`src/npc_pkg.sv`:
```
`default_nettype none

package npc_pkg;

    localparam int ADDR_WIDTH = 30;
    localparam int IDX_WIDTH  = 8;
    localparam int STACK_LEN  = 16;
    localparam int PTR_WIDTH  = 4;

    localparam logic [ADDR_WIDTH-1:0] RESET_PC = 30'h0700_0000;

    typedef logic [ADDR_WIDTH-1:0] addr_t;
    typedef logic [IDX_WIDTH-1:0]  idx_t;
    // high bit set selects the btb for returns
    typedef logic [1:0]            choice_t;

    typedef enum logic [2:0] {
        NOT_JUMP      = 3'd0,
        DIRECT_JUMP   = 3'd1,
        RET           = 3'd4,
        INDIRECT_JUMP = 3'd5,
        CALL          = 3'd6,
        JUMP          = 3'd7
    } branch_kind_e;

    // resolution record from execute, valid for one cycle
    typedef struct packed {
        logic         update_en;
        logic         mis_pdc;
        branch_kind_e kind_ex;
        addr_t        pc_ex;
        addr_t        npc_ex;
        addr_t        ret_pc_ex;
        logic         choice_real;
        choice_t      choice_pdch_ex;
    } ex_update_t;

    // predecode and direction info for the current packet
    typedef struct packed {
        logic         stall;
        logic         taken_pdc;
        branch_kind_e kind_pdc;
    } pdc_info_t;

    // btb index folds two address bytes together
    function automatic idx_t btb_hash(input addr_t addr);
        return addr[IDX_WIDTH-1:0] ^ addr[2*IDX_WIDTH-1:IDX_WIDTH];
    endfunction

    function automatic idx_t cpht_hash(input addr_t addr);
        return addr[IDX_WIDTH-1:0];
    endfunction

endpackage

`default_nettype wire

```
`src/pc_gen.sv`:
```
`timescale 1ns/1ns
`default_nettype none

module pc_gen import npc_pkg::*; (
    input  logic  clk,
    input  logic  rstn,
    input  addr_t npc_pdc,
    input  logic  redirect,
    input  addr_t npc_ex,
    output addr_t pc,
    output idx_t  btb_idx,
    output idx_t  cpht_idx
);

    addr_t pc_q;

    // a resolved misprediction overrides the prediction
    always_ff @(posedge clk) begin
        if (!rstn) begin
            pc_q <= RESET_PC;
        end else if (redirect) begin
            pc_q <= npc_ex;
        end else begin
            pc_q <= npc_pdc;
        end
    end

    assign pc = pc_q;

    // table indices from the current fetch pc
    assign btb_idx  = btb_hash(pc_q);
    assign cpht_idx = cpht_hash(pc_q);

endmodule

`default_nettype wire

```
`config.mk`:
```
export PLATFORM = sky130hd
export DESIGN_NAME = pc_gen
export DESIGN_NICKNAME = d
export VERILOG_FILES = /design/src/npc_pkg.sv /design/src/pc_gen.sv
export SDC_FILE = /design/constraint.sdc
export NUM_CORES = 1
export LEC_CHECK = 0
export BUFFER_PORTS_ARGS = -buffer_cell sky130_fd_sc_hd__buf_2
export CAP_MARGIN = 20
export CORE_MARGIN = 4
export CORE_UTILIZATION = 41
export DETAILED_ROUTE_END_ITERATION = 16
export PLACE_DENSITY = 0.84
export SKIP_CTS_REPAIR_TIMING = 1
export SYNTH_ARGS = -nofsm -noshare
export SYNTH_HDL_FRONTEND = slang
export SYNTH_SLANG_ARGS = --single-unit
```
`constraint.sdc`:
```
create_clock -name clk -period 2.03 [get_ports clk]
set_clock_uncertainty 0.05 [all_clocks]
set_input_delay 0.609 -clock clk [delete_from_list [all_inputs] [get_ports clk]]
set_output_delay 0.609 -clock clk [all_outputs]
set_load 0.02 [all_outputs]
```
==> results of run 1 <==
==> final cells by class <==
cell class / count / area (um2)
flip-flops and latches: 30 / 600.6
clock inverters: 1 / 5.005
well taps: 44 / 55.05
fillers: 278 / 1201
repair buffers: 109 / 560.5
multi-input cells: 68 / 550.5
clock buffers: 7 / 55.05
==> cells in the mapped netlist, drive strengths merged <==
cell type	instances	area share
clkbuf	3	0.0087
buf	12	0.10
nand2	3	0.0087
xor2	8	0.054
mux2i	30	0.23
nor2b	27	0.13
dfxtp	30	0.46
==> cell families after synthesis <==
group | Yosys count
muxes | 30
and+or+nand+nor | 30
DFF | 30
xor gates and xnor gates | 8
buffers and inverters | 15
==> metrics by stage <==
step / hold slack (ns) / setup WS [ns]
after detailed placement: 0.7725 / 0.6159
after CTS: 0.4301 / 0.3070
final: 0.4498 / 0.3448
after floorplan: 0.6841 / 0.5299
after global placement: 0.7687 / 0.6435
after global routing: 0.4427 / 0.2314
==> worst min-delay path: cells and delay by family <==
family / cells / cell delay [ns]
and+or+nand+nor: 1 / 0.05
muxes: 1 / 0.05
buffers and inverters: 1 / 0.07
==> cell usage in the layout, fill, tap and decap left out <==
cell,count
sky130_fd_sc_hd__buf_2,108
sky130_fd_sc_hd__mux2i_1,30
sky130_fd_sc_hd__dfxtp_1,30
sky130_fd_sc_hd__nor2b_1,27
sky130_fd_sc_hd__xor2_1,8
sky130_fd_sc_hd__clkbuf_4,5
sky130_fd_sc_hd__nand2_1,3
sky130_fd_sc_hd__clkbuf_1,1
sky130_fd_sc_hd__clkinv_2,1
sky130_fd_sc_hd__clkbuf_8,1
sky130_fd_sc_hd__buf_12,1
==> worst paths after layout <==
path,start,end,slack [ns],cells after the start
worst min-delay path,npc_pdc[26],pc[26],0.45,3
worst max-delay path,pc[1],btb_idx[1],0.34,2
==> report_power, final <==
group | switching [W] | total (W) | internal [W]
Clock | 0.000187 | 0.000355 | 0.000168
Combinational | 0.000174 | 0.000317 | 0.000142
Sequential | 0.0000185 | 0.000647 | 0.000628
Total | 0.000380 | 0.00132 | 0.000938
==> routing by layer <==
metal | track usage | vias to the layer above
met5 | 0 | -
met4 | 0.05541 | 0
li1 | - | 559
met3 | 0.08787 | 5
met1 | 0.1408 | 480
met2 | 0.2465 | 78
==> results.txt, run 1 <==
The flow ran to the end, and the final reports show no timing, DRC or antenna violations. The average size of a mapped cell came out at 11.45 um2. The layout overhead on the synthesized area is 41.20%. The maximum number of pins on one net before global-route repair came out at 31.

In the final design database the tool counted between 200 and 300 nets. Adding up every negative setup slack in the final design gives 0 ns. The worst endpoint data arrival time came out at 1.03 ns. For this design, the sink count on the clock tree is 30.

The completed layout was analyzed and its total power is around 0.0013 W. The total I/O pin count came out at between 100 and 150. The routability congestion estimate from global placement is approximately 0.67.

In this run the core area contains 20 standard-cell rows. The via total after detailed routing is roughly 1100. The fraction of final layout cells with drive strength greater than 1 is 0.5395. The number of clock buffers added by TritonCTS is 5.

The post-synthesis cell count is ~110. The total of max-cap violations came out at 0. The path class of the tightest hold or removal check is primary input to flop. Setup repair after global routing left no endpoint under its margin.

The dominant combinational cell family by area after synthesis is multiplexers. The number of antenna violations at the first check in global routing is 0. After synthesis the netlist holds a flip-flop and latch count of 30. The clock-pin slew reported for the worst setup and hold paths after clock tree synthesis came out at roughly 0.09 ns. The area fraction in compound gates after synthesis came out at 0. The floorplan step defined a core boundary enclosing 0.003028 mm2. The number of diodes came out at 0. The biggest cell delay along the critical path came out at ~0.37 ns. Routed signal wires occupy layers up through met4. The floorplan die width came out at roughly 64 um.

The die footprint is 0.004118 mm2. The clock tree from TritonCTS is done. The post-synthesis share of cell area spent on full adders, half adders and majority gates came out at 0. The total of warnings raised by yosys came out at 0.

The static leakage came out at 1.043 nW. The number of design rule violations left after detail routing is 0. The critical path goes through xor2_1, buf_2. The final-report hold violation count came out at 0. The post-synthesis sequential area ratio is 0.4642.

Wires add up to 2.957 mm. The endpoint type of the worst setup path is a primary output. The number of buffers inserted by port buffering is ~110. The final standard cell utilization of the core came out at 0.6033. The worst setup path is launched from a flop. Counting distinct cell types in the post-synthesis netlist gives 9. The ratio of final minimum period to clock period came out at 0.8301. The via count of the first global-routing pass came out at approximately 1100. The first-pass GRT wire length came out at between 4 and 5 mm. The flip-flop count of the largest register, all copies and words added came out at 30.

The number of DRC markers in iteration 0 is 48. By startpoint and endpoint, the worst setup path is classified as flop to primary output. After detailed routing, the wire length on met1 is roughly 1.1 mm. The total non-filler cell area in the finished layout came out at 0.001827 mm2. The highest achievable clock rate is about 590 MHz. The number of buffers between clock root and the deepest sink is 2. Broken down by cell family, the worst path's largest delay share belongs to flip-flops. The simple-gate share of the synthesized area came out at 0.1393. Of the total synthesized cell area, the portion taken by XOR and XNOR cells is 0.05416. The overflow left after global routing came out at 0. The slowest stage of the critical path is the sky130_fd_sc_hd__dfxtp_1 cell. In the global route stage, overall resource usage came out at 0.1442. The number of search-and-repair iterations in the first detailed-routing pass came out at 3. The chip height came out at roughly 64 um.

The routed length per instance is around 11 um. The number of vias per cell after detailed routing came out at ~4.3. The final setup violation count is 0. For the pin with the worst max-slew slack, the measured transition is 0.3979 ns.

Counting tap cells, the placed design contains a total of 251 instances. The H-tree level count came out at 2. The total length of routed met3 wires came out at about 480 um. The post-synthesis cell area came out at between 0.001 and 0.0015 mm2.

The final cell count without fillers is roughly 260. The clock period minus worst slack came out at between 1.5 and 2 ns. The total nets after synthesis came out at about 180. Data on the critical path is required at its endpoint by roughly 1.4 ns. The post-detailed-placement half-perimeter wirelength came out at roughly 2.4 mm. In this run the tightest slew margin relative to its limit is 0.7348. The peak supply drop is just under 0.4 mV. The root buffer cell is sky130_fd_sc_hd__clkbuf_4. The mux contribution to synthesized area came out at 0.2321. The number of buffers and inverters on the critical path is 1. The total power divided by cell area came out at slightly above 700 mW/mm2.

The number of pins with negative max-slew slack in the final report is 0. In the detailed route, the total length drawn on met2 is between 1 and 1.5 mm. Summing all placed instances gives a cell area of ~0.0018 mm2. The number of nets with antenna violations after routing is 0. The highest fanout seen on the critical path came out at 3. The initial core utilization came out at 0.4273.
No activity file was read; power rests on OpenSTA's default activity.
==> run 2, diff against run 1 <==
- ABC_AREA: not set -> 1
- CORE_UTILIZATION: 41 -> 38
- PLACE_DENSITY: 0.84 -> 0.78
- clock period: 2.03 -> 1.62 ns (I/O delays scaled with it)
==> run 2 against run 1 <==
Net effect:
- sequential share of layout area is 1.5 points lower
- non-clock buffer count is 3 higher
- final cell count up 34%
- wire length increased by 7.3%
- die area increased by 9.4%
- synthesized cell count up 77%
- utilization shrank 3.3 points
- via count rose by 27%
- sequential cell count unchanged
- global-route usage is 0.56 points lower
- count of clock-buffer cells in the layout stayed put
- clock power is 9.6% higher
==> results.txt, run 2 <==
The first-pass GRT wire length was 4.643 mm (+0.43%). The kind of launch point of the worst setup path is a flop. The tree is rooted in a sky130_fd_sc_hd__clkbuf_4. The final setup violation count came out at 0 (unchanged).

The post-layout net count came out at 365 (+32%). The routability congestion estimate from global placement came out at 0.6606 (-1.3%). The peak supply drop is 0.5209 mV (+35%). After synthesis, the cell types taking the most area are sky130_fd_sc_hd__dfxtp_1 (45%), sky130_fd_sc_hd__nand2_1 (17%), sky130_fd_sc_hd__nor2_1 (15%). The floorplan core area is 0.003363 mm2 (+11%). The transition time at the pin with the least slew margin came to 0.2942 ns (-0.1037 ns).

The routed length per instance is 9.118 um (-20%). The normalized max-slew margin came out at 0.8039 (+0.06912). The flop and latch count out of synthesis came out at 30 (unchanged).

The total nets after synthesis came out at 263 (+49%). The die footprint is 0.004507 mm2 (+9.4%). The initial core utilization is 0.3951 (-0.03218). TritonCTS built the clock tree. The total of warnings raised by yosys came out at 0 (unchanged). The library cell used most frequently in the layout, excluding fill and tap cells, is sky130_fd_sc_hd__buf_2. The number of antenna violations at the first check in global routing is 0 (unchanged). The proportion of register bits with asynchronous set or reset after synthesis came out at 0 (unchanged).

The worst hold margin came out at 0.3213 ns (-0.1285 ns). The fill cell total of the finished layout was 331 (+19%). The via total after detailed routing is 1428 (+27%).

The worst endpoint data arrival time came out at 1.01 ns (-0.02 ns). The critical path is of the flop to primary output type. The total power divided by cell area came to 850.8 mW/mm2 (+18%).

The total of max-cap violations is 0 (unchanged). The final-report hold violation count is 0 (unchanged). The chip height is 67.14 um (+4.6%). The average size of a mapped cell is 6.644 um2 (-42%). The flip-flop count of the largest register, all copies and words added was 30 (unchanged). The fraction of post-synthesis cell area in the top cell type by area was 0.4520 (-0.01224).

The static leakage came out at 1.233 nW (+18%). The final setup TNS was 0 ns (unchanged). The highest fanout seen on the critical path came out at 3 (unchanged). The number of vias per cell after detailed routing is 4.103 (-5.3%).

The post-layout worst setup margin came to 0.07194 ns (-0.2729 ns). The flow ran to the end, and the final reports show no timing, DRC or antenna violations. Among all flip-flop cells after synthesis, the most frequent one is sky130_fd_sc_hd__dfxtp_1.

The number of buffers inserted by port buffering is 108 (unchanged). In the synthesized netlist, the cells that appear most often are sky130_fd_sc_hd__nand2_1 (60), sky130_fd_sc_hd__nor2_1 (54), sky130_fd_sc_hd__dfxtp_1 (30). The total I/O pin count was 109 (unchanged). The number of pins with negative max-slew slack in the final report is 0 (unchanged). The total routed wirelength is 3.173 mm (+7.3%). The number of nets with antenna violations after routing is 0 (unchanged). The floorplan die width came out at 67.14 um (+4.6%).

The count of different cell masters after synthesis is 9 (unchanged). The number of design rule violations left after detail routing came out at 0 (unchanged). The number of DRC markers in iteration 0 was 24 (-50%). The fraction of final layout cells with drive strength greater than 1 came out at 0.3907 (-0.1488). The number of search-and-repair iterations in the first detailed-routing pass was 4 (+1).

Setup repair after global routing left no endpoint under its margin. The number of sinks on the clock net is 30 (unchanged). The number of diodes is 0 (unchanged). sky130_fd_sc_hd__dfxtp_1 takes more of the synthesized area than any other cell.

The maximum number of pins on one net before global-route repair came to 22 (-29%). The cell row count came out at 21 (+5.0%). The post-synthesis sequential area ratio came to 0.4520 (-0.01224). In the layout the commonest cells are sky130_fd_sc_hd__buf_2 (108), sky130_fd_sc_hd__nand2_1 (60), sky130_fd_sc_hd__nor2_1 (54), sky130_fd_sc_hd__dfxtp_1 (29), sky130_fd_sc_hd__inv_1 (28). The H-tree level count is 2 (unchanged). For this run, the top clock speed supported by timing is 646.0 MHz. The clock period minus worst slack came out at ~1.5 ns. The overflow left after global routing is 0 (unchanged). The global routing usage summed across all routing layers came out at 0.1386 (-0.005644). Dividing the final minimum period by the clock period gives 0.9556. STA classifies the critical path endpoint as a primary output. The number of buffers between clock root and the deepest sink came to 2 (unchanged).

The clock-pin slew reported for the worst setup and hold paths after clock tree synthesis came to 0.08 ns (about the same). The number of flops mapped to enable cells by yosys is 0 (unchanged). The post-detailed-placement half-perimeter wirelength came out at 2.599 mm (+9.0%). The most numerous cell in the Yosys netlist is sky130_fd_sc_hd__nand2_1. Relative to the synthesized area, the layout overhead comes to 44.35%. The post-synthesis cell area is 0.001329 mm2 (+2.7%).

The data required time of the critical path is 1.08 ns (-0.29 ns). The number of CTS-inserted buffers came to 5 (unchanged). The post-placement setup slack is 0.2944 ns (-0.3215 ns). The post-synthesis cell count came out at 200 (+77%). The via count of the first global-routing pass is 1193 (+7.8%).

The worst min-delay path category is primary input to flop.
-- run 2: cells by family after synthesis --
| family | Yosys count | share of synthesized area |
|---|---|---|
| xor gates and xnor gates | 8 | 0.05273 |
| DFF | 30 | 0.4520 |
| buffers and inverters | 45 | 0.1620 |
| and+or+nand+nor | 117 | 0.3333 |
-- run 2: path summary, 6_finish.rpt --
check / startpoint / endpoint / slack (ns) / depth (start not counted)
worst min-delay path: npc_pdc[25] / pc[25] / 0.32 / 3
worst max-delay path: pc[5] / btb_idx[5] / 0.07 / 2
-- run 2: critical path: stages, from the launching register on --
cell and delay (ns):
sky130_fd_sc_hd__dfxtp_1 0.37, sky130_fd_sc_hd__xor2_1 0.15, sky130_fd_sc_hd__buf_2 0.18
-- run 2: area by class of cell --
type / instances / area, um2 / share of cell area
Clock buffer: 7 / 45.04 / 0.02348
Inverter: 28 / 105.1 / 0.05479
Timing Repair Buffer: 112 / 595.6 / 0.3105
Multi-Input combinational cell: 125 / 513.0 / 0.2674
Tap cell: 46 / 57.56 / 0.03001
Sequential cell: 30 / 601.8 / 0.3138
-- run 2: per-layer routing --
metal	vias to the layer above	track usage	wire, um
met2	70	0.2515	1503
met5	-	0	0
met3	5	0.05990	447
li1	763	-	-
met1	590	0.1295	1177
met4	0	0.07595	44
-- run 2: metrics by stage --
stage | total power (W) | cell area (um2) | utilization | std cells
4_1_cts | 0.001662 | 1917 | 0.5699 | 348
2_1_floorplan | 0.001097 | 1329 | - | 200
6_report | 0.001632 | 1918 | 0.5703 | 348
3_3_place_gp | 0.001260 | 1872 | 0.5565 | 341
3_5_place_dp | 0.001267 | 1872 | 0.5565 | 341
5_1_grt | 0.001737 | 1918 | 0.5703 | 348
-- run 2: where the power goes --
| group | internal [W] | total (W) | switching, W |
|---|---|---|---|
| clock network | 0.000163 | 0.000389 | 0.000226 |
| registers | 0.000790 | 0.000816 | 0.0000257 |
| logic | 0.000175 | 0.000427 | 0.000252 |
==> run 3, diff against run 2 <==
- PLACE_DENSITY: 0.78 -> 0.77
- TNS_END_PERCENT: not set -> 10
==> run 3 against run 2 <==
Net effect:
- sequential cell count did not move
- final area fell by 1.2%
- total power fell by 0.57%
- hold slack got worse by 0.0017 ns
- die area did not move
- maximum frequency rose by 0.62%
- clock power fell by 2%
- combinational power fell by 0.9%
- non-clock buffer count fell by 2
- largest power group unchanged
- highest routed layer unchanged
==> results.txt, run 3 (same netlist as run 2, synthesis figures left out) <==
The via count of the first global-routing pass is 1225 (+2.7%). The clock tree from TritonCTS is done. The library cells used most frequently in the layout, excluding fill and tap cells, are sky130_fd_sc_hd__buf_2 (107), sky130_fd_sc_hd__nand2_1 (60), sky130_fd_sc_hd__nor2_1 (54), sky130_fd_sc_hd__inv_1 (28), sky130_fd_sc_hd__dfxtp_1 (27). The number of sinks on the clock net came out at 30 (unchanged). The overflow left after global routing came to 0 (unchanged). The number of nets with antenna violations after routing came to 0 (unchanged). The run finished with clean final reports. Setup repair after global routing left no endpoint under its margin. The transition time at the pin with the least slew margin is 0.2355 ns (-0.05864 ns). The floorplan die width came out at 67.14 um (unchanged).

The post-layout net count is 363 (-0.55%). The total cell area at the placement stage was 0.001844 mm2 (-1.5%). The total I/O pin count was 109 (unchanged). The initial core utilization came out at 0.3951 (unchanged). STA classifies the critical path startpoint as a flop. The routed length per instance is 9.347 um (+2.5%).

The hold path depth is 3 (unchanged). The total non-filler cell area in the finished layout came out at 0.001896 mm2 (-1.2%). The H-tree level count came out at 2 (unchanged).

The fill cell total of the finished layout came out at 359 (+8.5%). The data required time of the critical path came out at 1.08 ns (about the same). The final setup TNS is 0 ns (unchanged). The via total after detailed routing is 1407 (-1.5%). The path with the worst hold slack has its endpoint at pc[25].

The number of design rule violations left after detail routing came out at 0 (unchanged). The peak supply drop is 0.4559 mV (-12%). The chip height came out at 67.14 um (unchanged).

The layout overhead on the synthesized area is 42.66%. The static leakage came out at 1.220 nW (-1.1%). In this run the most critical hold path is launched from npc_pdc[25].

The number of diodes came out at 0 (unchanged). The number of buffers between clock root and the deepest sink is 2 (unchanged). The global routing usage summed across all routing layers came to 0.1472 (+0.008613).

STA classifies the critical path endpoint as a primary output. The ratio of final minimum period to clock period came out at 0.9497 (-0.005880). The worst min-delay path category is primary input to flop. The routability congestion estimate from global placement is 0.7114 (+7.7%). The total power divided by cell area came out at 856.0 mW/mm2 (+0.61%). The maximum number of pins on one net before global-route repair came out at 59 (+170%). The number of DRC markers in iteration 0 came out at 28 (+17%). The die footprint came to 0.004507 mm2 (unchanged). The highest fanout seen on the critical path is 2 (-1). The number of CTS-inserted buffers came out at 5 (unchanged). The normalized max-slew margin is 0.8430 (+0.03909). The final-report hold violation count is 0 (unchanged). The number of buffers inserted by port buffering came to 108 (unchanged). The number of vias per cell after detailed routing is 4.066 (-0.90%). The total of max-cap violations was 0 (unchanged).

The floorplan core area came out at 0.003363 mm2 (unchanged). The clock-pin slew reported for the worst setup and hold paths after clock tree synthesis came out at 0.08 ns (about the same). The number of pins with negative max-slew slack in the final report came out at 0 (unchanged).

The cell row count came to 21 (unchanged). Leaving out fill and tap cells, the most frequent cell in the layout is sky130_fd_sc_hd__buf_2. The number of search-and-repair iterations in the first detailed-routing pass came to 4 (unchanged). The total routed wirelength is 3.234 mm (+1.9%). The worst endpoint data arrival time came out at 1.00 ns (about the same). The first-pass GRT wire length is 4.823 mm (+3.9%).

The post-detailed-placement half-perimeter wirelength was 2.578 mm (-0.82%). The worst hold margin came out at 0.3196 ns (-0.001741 ns). The final setup violation count is 0 (unchanged). The final standard cell utilization of the core came out at 0.5636 (-0.006696).

The post-layout worst setup margin came out at 0.08147 ns (+0.009525 ns). The highest achievable clock rate is 650.0 MHz (+0.62%). The clock period minus worst slack came out at 1.539 ns (-0.009525 ns). The fraction of final layout cells with drive strength greater than 1 is 0.3933 (+0.002605). The root buffer cell is sky130_fd_sc_hd__clkbuf_4. The post-placement setup slack came out at 0.3220 ns (+0.02755 ns). The critical path in this run is classified as flop to primary output. The number of antenna violations at the first check in global routing is 0 (unchanged).

The flip-flop count of the largest register, all copies and words added came out at 30 (unchanged).
-- run 3: how the worst max path moves through the flow --
| stage | from | endpoint | slack [ns] | depth (start not counted) |
|---|---|---|---|---|
| finish | pc[14] | btb_idx[6] | 0.08 | 2 |
| global route | pc[15] | btb_idx[7] | 0.002 | 2 |
| CTS | pc[6] | btb_idx[6] | 0.02 | 2 |
| detailed placement | rstn | pc[1] | 0.32 | 4 |
| global placement | rstn | pc[11] | 0.36 | 4 |
| floorplan | pc[0] | btb_idx[0] | 0.24 | 1 |
-- run 3: report_power, final --
| group | switching, W | internal (W) | leakage (nW) |
|---|---|---|---|
| clock network | 0.000220 | 0.000163 | 0.0254 |
| logic | 0.000253 | 0.000171 | 0.944 |
| registers | 0.0000256 | 0.000791 | 0.252 |
-- run 3: final cells by class --
class | count | area, um2 | area share
Inverter | 28 | 105.1 | 0.05545
Sequential cell | 30 | 604.3 | 0.3188
Clock buffer | 7 | 45.04 | 0.02376
Multi-Input combinational cell | 125 | 513.0 | 0.2706
Tap cell | 46 | 57.56 | 0.03036
Timing Repair Buffer | 110 | 570.5 | 0.3010
-- run 3: layer usage --
metal | up-vias | global-route usage | wire length (um) | part of all wire
met4 | 0 | 0.06835 | 42 | 0.013
met2 | 72 | 0.2675 | 1552 | 0.48
met5 | - | 0 | 0 | 0
li1 | 758 | - | - | -
met3 | 4 | 0.09484 | 523 | 0.16
met1 | 573 | 0.1230 | 1115 | 0.34
-- run 3: per-stage QoR --
| stage | power [W] | cells |
|---|---|---|
| after floorplan | 0.001097 | 200 |
| after global placement | 0.001253 | 339 |
| after detailed placement | 0.001260 | 339 |
| after CTS | 0.001655 | 346 |
| after global routing | 0.001737 | 346 |
| final | 0.001623 | 346 |
-- run 3: worst max-delay path, cell delays in order (launching register included) --
cell,delay [ns]
sky130_fd_sc_hd__dfxtp_1,0.36
sky130_fd_sc_hd__xor2_1,0.15
sky130_fd_sc_hd__buf_2,0.18
